[config.mk]
export PLATFORM = sky130hd
export DESIGN_NAME = debug_hex_printer
export DESIGN_NICKNAME = d
export VERILOG_FILES = /design/src/common/debug_print_pkg.sv /design/src/common/uart_pkg.sv /design/src/source/bits_to_hex.sv /design/src/source/hex_line_formatter.sv /design/src/uart/uart_tx.sv /design/src/source/debug_hex_printer.sv
export VERILOG_INCLUDE_DIRS = /design/src /design/src/common
export SDC_FILE = /design/constraint.sdc
export NUM_CORES = 1
export LEC_CHECK = 0
export ABC_AREA = 0
export BUFFER_PORTS_ARGS = -buffer_cell sky130_fd_sc_hd__buf_2
export CAP_MARGIN = 0
export CORE_MARGIN = 3
export CORE_UTILIZATION = 30
export DETAILED_ROUTE_END_ITERATION = 7
export GPL_ROUTABILITY_DRIVEN = 0
export GPL_TIMING_DRIVEN = 0
export PLACE_DENSITY = 0.59
export SETUP_SLACK_MARGIN = 0.3
export SYNTH_ARGS = -nofsm -noshare
export SYNTH_HDL_FRONTEND = slang
export SYNTH_SLANG_ARGS = --single-unit
export TNS_END_PERCENT = 20
[constraint.sdc]
create_clock -name clk -period 3.6 [get_ports clk]
set_clock_uncertainty 0.2 [all_clocks]
set_input_delay 1.08 -clock clk [delete_from_list [all_inputs] [get_ports clk]]
set_output_delay 1.08 -clock clk [all_outputs]
set_load 0.05 [all_outputs]
[src/common/debug_print_settings.svh]
`ifndef DEBUG_PRINT_SETTINGS_SVH
`define DEBUG_PRINT_SETTINGS_SVH

// Width of the value that a capture samples
// 30 leaves a two-bit top nibble, which gets zero-padded
`define DBG_VALUE_BITS 30

// Clock cycles per serial bit on txd
// Also shared with the receiver model in the testbench
`define UART_CLKS_PER_BIT 8

// Line ending sent after the last hex digit
`define DBG_LINE_CR 8'h0D
`define DBG_LINE_LF 8'h0A

`endif

[src/common/debug_print_pkg.sv]
`default_nettype none

`include "debug_print_settings.svh"

package debug_print_pkg;

  // Hex digits needed to hold the value, rounded up to whole nibbles
  localparam int N_NIBBLES = (`DBG_VALUE_BITS + 3) / 4;

  // One ASCII character
  typedef logic [7:0] ascii_t;

  // Raw captured value
  typedef logic [`DBG_VALUE_BITS-1:0] value_t;

  // Printed line without its ending, index 0 holds the least significant digit
  typedef ascii_t [N_NIBBLES-1:0] hex_line_t;

  // Print request from outside, capture is a one-cycle strobe
  typedef struct packed {
    logic   capture;
    value_t value;
  } print_req_t;

  // Formatter FSM
  typedef enum logic [1:0] {
    FMT_IDLE,
    FMT_LATCH,
    FMT_SEND,
    FMT_WAIT
  } fmt_state_e;

endpackage

`default_nettype wire

[src/common/uart_pkg.sv]
`default_nettype none

package uart_pkg;

  // Character handed to the transmitter
  // load is a one-cycle strobe, data is only looked at while load is high
  typedef struct packed {
    logic       load;
    logic [7:0] data;
  } tx_char_t;

  // Transmitter FSM, one state per frame phase
  typedef enum logic [1:0] {
    TX_IDLE,
    TX_START,
    TX_DATA,
    TX_STOP
  } uart_state_e;

endpackage

`default_nettype wire

[src/source/bits_to_hex.sv]
`default_nettype none

module bits_to_hex
  import debug_print_pkg::*;
#(
  parameter int N_BITS = 32
) (
  input  logic                             clk,
  input  logic                             reset,
  input  logic [N_BITS-1:0]                bits,
  output ascii_t [(N_BITS + 3) / 4 - 1:0]  ascii
);

  // Ceiling of N_BITS / 4
  localparam int N_DIGITS = (N_BITS + 3) / 4;

  // Value widened to whole nibbles
  logic [4*N_DIGITS-1:0] padded;

  // One nibble to "0".."9" or "A".."F"
  function automatic ascii_t nibble_to_ascii(input logic [3:0] nibble);
    if (nibble < 4'd10) begin
      return ascii_t'("0") + ascii_t'(nibble);
    end
    return ascii_t'("A") + ascii_t'(nibble - 4'd10);
  endfunction

  // Upper bits of a partial top nibble read as zero
  always_comb begin
    padded = '0;
    padded[N_BITS-1:0] = bits;
  end

  // Converted every cycle whether or not anyone captures
  always_ff @(posedge clk) begin
    if (reset) begin
      ascii <= '0;
    end else begin
      for (int i = 0; i < N_DIGITS; i++) begin
        ascii[i] <= nibble_to_ascii(padded[4*i +: 4]);
      end
    end
  end

endmodule

`default_nettype wire

[src/source/hex_line_formatter.sv]
`default_nettype none

`include "debug_print_settings.svh"

module hex_line_formatter
  import debug_print_pkg::*;
  import uart_pkg::*;
(
  input  logic      clk,
  input  logic      reset,
  input  logic      capture,
  input  hex_line_t ascii,
  input  logic      tx_busy,
  output tx_char_t  tx_char,
  output logic      busy
);

  // Digits plus CR and LF
  localparam int N_CHARS = N_NIBBLES + 2;
  localparam int IDX_W   = $clog2(N_CHARS);

  fmt_state_e       state_q;

  // Copy of the converter output, held for the whole line
  hex_line_t        line_q;

  // Characters still to send after the current one
  // N_CHARS-1 is the top digit, 1 is CR, 0 is LF
  logic [IDX_W-1:0] char_idx_q;

  logic             last_char;
  ascii_t           tx_byte;

  assign last_char = (char_idx_q == '0);

  // FSM
  // IDLE  waits for a capture, anything arriving later is dropped
  // LATCH takes the converted text, one cycle after the value
  // SEND  pulses the load for one character
  // WAIT  holds until the transmitter frees up again
  always_ff @(posedge clk) begin
    if (reset) begin
      state_q    <= FMT_IDLE;
      char_idx_q <= '0;
    end else begin
      case (state_q)
        FMT_IDLE: begin
          if (capture) begin
            state_q <= FMT_LATCH;
          end
        end
        FMT_LATCH: begin
          state_q    <= FMT_SEND;
          char_idx_q <= IDX_W'(N_CHARS - 1);
        end
        FMT_SEND: begin
          // tx_busy only rises next cycle, so never look at it here
          state_q <= FMT_WAIT;
        end
        FMT_WAIT: begin
          if (!tx_busy) begin
            if (last_char) begin
              state_q <= FMT_IDLE;
            end else begin
              state_q    <= FMT_SEND;
              char_idx_q <= char_idx_q - 1'b1;
            end
          end
        end
        default: begin
          state_q <= FMT_IDLE;
        end
      endcase
    end
  end

  // Line store
  always_ff @(posedge clk) begin
    if (state_q == FMT_LATCH) begin
      line_q <= ascii;
    end
  end

  // Character select, top digit first then the line ending
  always_comb begin
    if (char_idx_q == IDX_W'(1)) begin
      tx_byte = `DBG_LINE_CR;
    end else if (last_char) begin
      tx_byte = `DBG_LINE_LF;
    end else begin
      tx_byte = line_q[char_idx_q - IDX_W'(2)];
    end
  end

  // Exactly one load per SEND visit
  always_comb begin
    tx_char.load = (state_q == FMT_SEND);
    tx_char.data = tx_byte;
  end

  // High from the latch cycle until the LF has left the transmitter
  assign busy = (state_q != FMT_IDLE);

endmodule

`default_nettype wire

[src/uart/uart_tx.sv]
`default_nettype none

`include "debug_print_settings.svh"

module uart_tx
  import uart_pkg::*;
#(
  parameter int CLKS_PER_BIT = `UART_CLKS_PER_BIT
) (
  input  logic     clk,
  input  logic     reset,
  input  tx_char_t tx_char,
  output logic     txd,
  output logic     tx_busy
);

  localparam int CNT_W = (CLKS_PER_BIT > 1) ? $clog2(CLKS_PER_BIT) : 1;

  uart_state_e      state_q;
  uart_state_e      state_d;
  logic [CNT_W-1:0] clk_cnt_q;
  logic [CNT_W-1:0] clk_cnt_d;
  logic [2:0]       bit_cnt_q;
  logic [2:0]       bit_cnt_d;
  logic [7:0]       shift_q;
  logic [7:0]       shift_d;
  logic             txd_d;
  logic             bit_done;

  // Last cycle of the current bit period
  assign bit_done = (clk_cnt_q == CNT_W'(CLKS_PER_BIT - 1));

  // Next-state logic
  always_comb begin
    state_d   = state_q;
    clk_cnt_d = bit_done ? '0 : clk_cnt_q + 1'b1;
    bit_cnt_d = bit_cnt_q;
    shift_d   = shift_q;
    case (state_q)
      TX_IDLE: begin
        // Period counter parked so the start bit gets a full period
        clk_cnt_d = '0;
        bit_cnt_d = '0;
        // No busy check here, the sender guards the load timing
        if (tx_char.load) begin
          state_d = TX_START;
          shift_d = tx_char.data;
        end
      end
      TX_START: begin
        if (bit_done) begin
          state_d = TX_DATA;
        end
      end
      TX_DATA: begin
        if (bit_done) begin
          // LSB first
          shift_d   = {1'b0, shift_q[7:1]};
          bit_cnt_d = bit_cnt_q + 1'b1;
          if (bit_cnt_q == 3'd7) begin
            state_d = TX_STOP;
          end
        end
      end
      TX_STOP: begin
        if (bit_done) begin
          state_d = TX_IDLE;
        end
      end
      default: begin
        state_d = TX_IDLE;
      end
    endcase
  end

  // Line level follows the next state so txd comes straight from a flop
  always_comb begin
    case (state_d)
      TX_START: txd_d = 1'b0;
      TX_DATA:  txd_d = shift_d[0];
      default:  txd_d = 1'b1;
    endcase
  end

  always_ff @(posedge clk) begin
    if (reset) begin
      state_q   <= TX_IDLE;
      clk_cnt_q <= '0;
      bit_cnt_q <= '0;
      txd       <= 1'b1;
    end else begin
      state_q   <= state_d;
      clk_cnt_q <= clk_cnt_d;
      bit_cnt_q <= bit_cnt_d;
      txd       <= txd_d;
    end
  end

  // Data byte
  always_ff @(posedge clk) begin
    shift_q <= shift_d;
  end

  // Low again only once the stop bit has gone out in full
  assign tx_busy = (state_q != TX_IDLE);

endmodule

`default_nettype wire

[src/source/debug_hex_printer.sv]
`default_nettype none

`include "debug_print_settings.svh"

module debug_hex_printer
  import debug_print_pkg::*;
  import uart_pkg::*;
(
  input  logic       clk,
  input  logic       reset,
  input  print_req_t req,
  output logic       txd,
  output logic       busy
);

  // Converter text, valid one cycle after the value
  hex_line_t ascii;

  // Formatter to transmitter
  tx_char_t  tx_char;
  logic      tx_busy;

  // Runs freely on every value, the formatter picks which one it keeps
  bits_to_hex #(
    .N_BITS(`DBG_VALUE_BITS)
  ) u_bits_to_hex (
    .clk  (clk),
    .reset(reset),
    .bits (req.value),
    .ascii(ascii)
  );

  // Captures while busy are dropped in here
  hex_line_formatter u_hex_line_formatter (
    .clk    (clk),
    .reset  (reset),
    .capture(req.capture),
    .ascii  (ascii),
    .tx_busy(tx_busy),
    .tx_char(tx_char),
    .busy   (busy)
  );

  // 8N1 at the default divisor
  uart_tx u_uart_tx (
    .clk    (clk),
    .reset  (reset),
    .tx_char(tx_char),
    .txd    (txd),
    .tx_busy(tx_busy)
  );

endmodule

`default_nettype wire

==> results_dict.tcl <==
set metrics [dict create \
    status "finished clean" \
    root_buffer "clkbuf_16" \
    multi_input_area_um2 2210 \
    cts-hold-fix-buffers 0 \
    cp_max_fo 10 \
    drive_gt1_share_pct 15.0 \
    worstPathRequired_ns 3.70 \
    post_dp_cell_area_um2 5990 \
    nets 593 \
    yosysUniqueCellTypes 47 \
    ys_warn_count 0 \
    area_growth_pct 19.3 \
    async_reset_ff_share_pct 0 \
    worstPathCellList "buf_6 > buf_2 > clkbuf_1 > inv_1 > ha_1 > nor3b_2 > o31ai_1 > nand4_1 > a211oi_1" \
    fmax_mhz 332 \
    cts_buffer_depth 2 \
    fin_crit_sh_pct 83.7 \
    clkSinkCount 126 \
    worstSetupPathType "register to register" \
    worst_slew_pin_slew_ns 0.869 \
    fin_crit_ns 3.01 \
    grt_pass1_wl_um 17900 \
    netlist.area_leader.share_pct 31.6 \
    via_count 3537 \
    n_antenna_cell 0 \
    die_w_um 142 \
    rsz0062_at_grt "no" \
    io_pins 35 \
    yosysSeqAreaShare_pct 56.3 \
    synthMuxAreaShare_pct 7.44 \
    start_util_pct 31.2 \
    final-hold-violation-count 0 \
    synth-simple-area-share_pct 10.3 \
    gr-usage-all-layers_pct 11.5 \
    post-route-cell-area_um2 6580 \
    worst_setup_path_start_kind "register" \
    netlist_area_um2 5510 \
    dr.pass1.iters 4 \
    grt_max_degree 32 \
    synth_area_per_cell_um2 11.8 \
    arrival_ns 3.11 \
    io_buffers 34 \
    synth_top_family_by_area "simple AND/OR/NAND/NOR gates" \
    grt_pass1_vias 3672 \
    h-tree-depth 4 \
    hold_path_class "register to register" \
    cts_made_buffers 17 \
    setup_violations 0 \
    crit_path_end_kind "register" \
    seqCellArea_um2 3100 \
    fp.coreArea_um2 17700 \
    r2r_setup_slack_ns 0.59 \
    synthXorXnorAreaFrac_pct 4.61 \
    synth_seq_cells 126 \
    drc 0 \
    wl_per_cell_um 14.6 \
    viasPerCell 4.65 \
    p_per_area_nw_per_um2 566 \
    die-area_um2 20000 \
    cts_setup_buffers 0 \
    finalSetupTns_ns 0 \
    antenna_found_initial 0 \
    routed_wl_um 11100 \
    synth.top_cells.by_count "dfxtp_1 (68), edfxtp_1 (58), ha_1 (38)" \
    vdd_ir_drop_max_mv 0.355 \
    insertion_delay_ns 0.41 \
    yosys-top-cells-area "edfxtp_1 (32%), dfxtp_1 (25%), ha_1 (8.6%)" \
    cts_resized 0 \
    fill_cells 1742 \
    fp.dieH_um 142 \
    yosys.area.top_type "edfxtp_1" \
    post-synth-top-count-cell "dfxtp_1" \
    overflow 0 \
    drt.antenna.violating_nets 0 \
    max_stage_delay_ns 0.53 \
    clk_pin_slew_ns 0.06 \
    synth_enable_flop_cells 58 \
    drv_slew 0 \
    syn-num-nets 539 \
    final_util_pct 37.3 \
    leakagePower_nw 2.63 \
    maxSlewHeadroom_pct 42.1 \
    dr.first_iter.drc_count 210 \
    synth_compound_area_share_pct 8.94 \
    dp_hpwl_um 8110 \
    rows 48 \
    cp_slowest_cell "o31ai_1" \
    cts_tree "yes" \
    ys.flop_type "dfxtp_1" \
    maxCapViolCount 0 \
    syn_inst 468 \
    yosys.area_share.adder_pct 8.62 \
]
==> cell usage in the layout (no fill, tap or decap), types with 8 or more instances in the layout <==
| master | n |
|---|---|
| xnor2_1 | 15 |
| nor2_1 | 36 |
| o211ai_1 | 8 |
| o21ai_0 | 16 |
| clkbuf_1 | 17 |
| a21oi_1 | 19 |
| buf_2 | 37 |
| xor2_1 | 14 |
| clkbuf_16 | 17 |
| mux2i_1 | 23 |
| ha_1 | 38 |
| a211oi_1 | 8 |
| edfxtp_1 | 58 |
| dfxtp_1 | 68 |
| and3_1 | 8 |
| nand2_1 | 28 |
| nand3_1 | 13 |
| inv_1 | 29 |
==> worst max-delay path, delay by kind of cell (launching register included) <==
| family | cells | cell delay, ns |
|---|---|---|
| and+or+nand+nor | 2 | 0.38 |
| buffers and inverters | 4 | 0.88 |
| adders and majority gates | 1 | 0.25 |
| AOI/OAI and AO/OA | 2 | 0.84 |
| DFF | 1 | 0.35 |
==> flip-flops by register name, summed over array words and instances (netlist names) <==
register,flops
u_bits_to_hex.ascii,52
u_hex_line_formatter.line_q,52
u_uart_tx.shift_q,7
u_hex_line_formatter.char_idx_q,4
u_uart_tx.bit_cnt_q,3
u_uart_tx.clk_cnt_q,3
u_hex_line_formatter.state_q,2
u_uart_tx.state_q,2
u_uart_tx.txd,1
==> metal layers <==
| layer | GRT usage [%] | vias to the layer above | wire [µm] |
|---|---|---|---|
| met2 | 18.4 | 51 | 5280 |
| met5 | 0 | - | 0 |
| met3 | 2.93 | 18 | 311 |
| met4 | 5.00 | 0 | 213 |
| li1 | - | 1786 | - |
| met1 | 14.7 | 1682 | 5280 |
==> worst paths after layout <==
check,depth (start not counted),end,start
worst max-delay path,9,u_hex_line_formatter.char_idx_q[2],u_hex_line_formatter.char_idx_q[0]
worst min register to register,0,u_hex_line_formatter.line_q[48],u_bits_to_hex.ascii[48]
worst min-delay path,0,u_hex_line_formatter.line_q[48],u_bits_to_hex.ascii[48]
worst max register to register,9,u_hex_line_formatter.char_idx_q[2],u_hex_line_formatter.char_idx_q[0]
==> stage by stage <==
step           power [mW]  std cells  setup slack (ns)  hold WS, ns
6_report             3.73        760             0.586        0.200
5_1_grt              3.88        760             0.363        0.204
4_1_cts              3.76        760             0.621        0.201
3_5_place_dp         2.11        728             0.650        0.189
3_3_place_gp         2.09        727             0.195        0.186
2_1_floorplan        1.97        468             0.898        0.186
==> report_power, final <==
group	switching, mW	internal (mW)	leakage, nW
Clock	0.615	1.03	0.285
Combinational	0.254	0.169	1.23
Sequential	0.0364	1.62	1.12
==> layout make-up <==
type	instances	area share, %
plain buffers	24	1.54
clock buffers	22	7.36
clock inverters	10	1.54
inverters	29	1.65
multi-input cells	289	33.6
flip-flops and latches	126	47.2
well taps	225	4.28
repair buffers	35	2.89
==> logic make-up (layout without fill, tap and decap cells) <==
| group | count (synthesis) | count (layout) |
|---|---|---|
| flops | 126 | 126 |
| buf+inv | 53 | 120 |
| mux | 31 | 31 |
| simple gates | 117 | 117 |
| xor+xnor | 29 | 29 |
| fa+ha+maj | 38 | 38 |
| compound gates | 74 | 74 |
No activity file was read; power rests on OpenSTA's default activity.
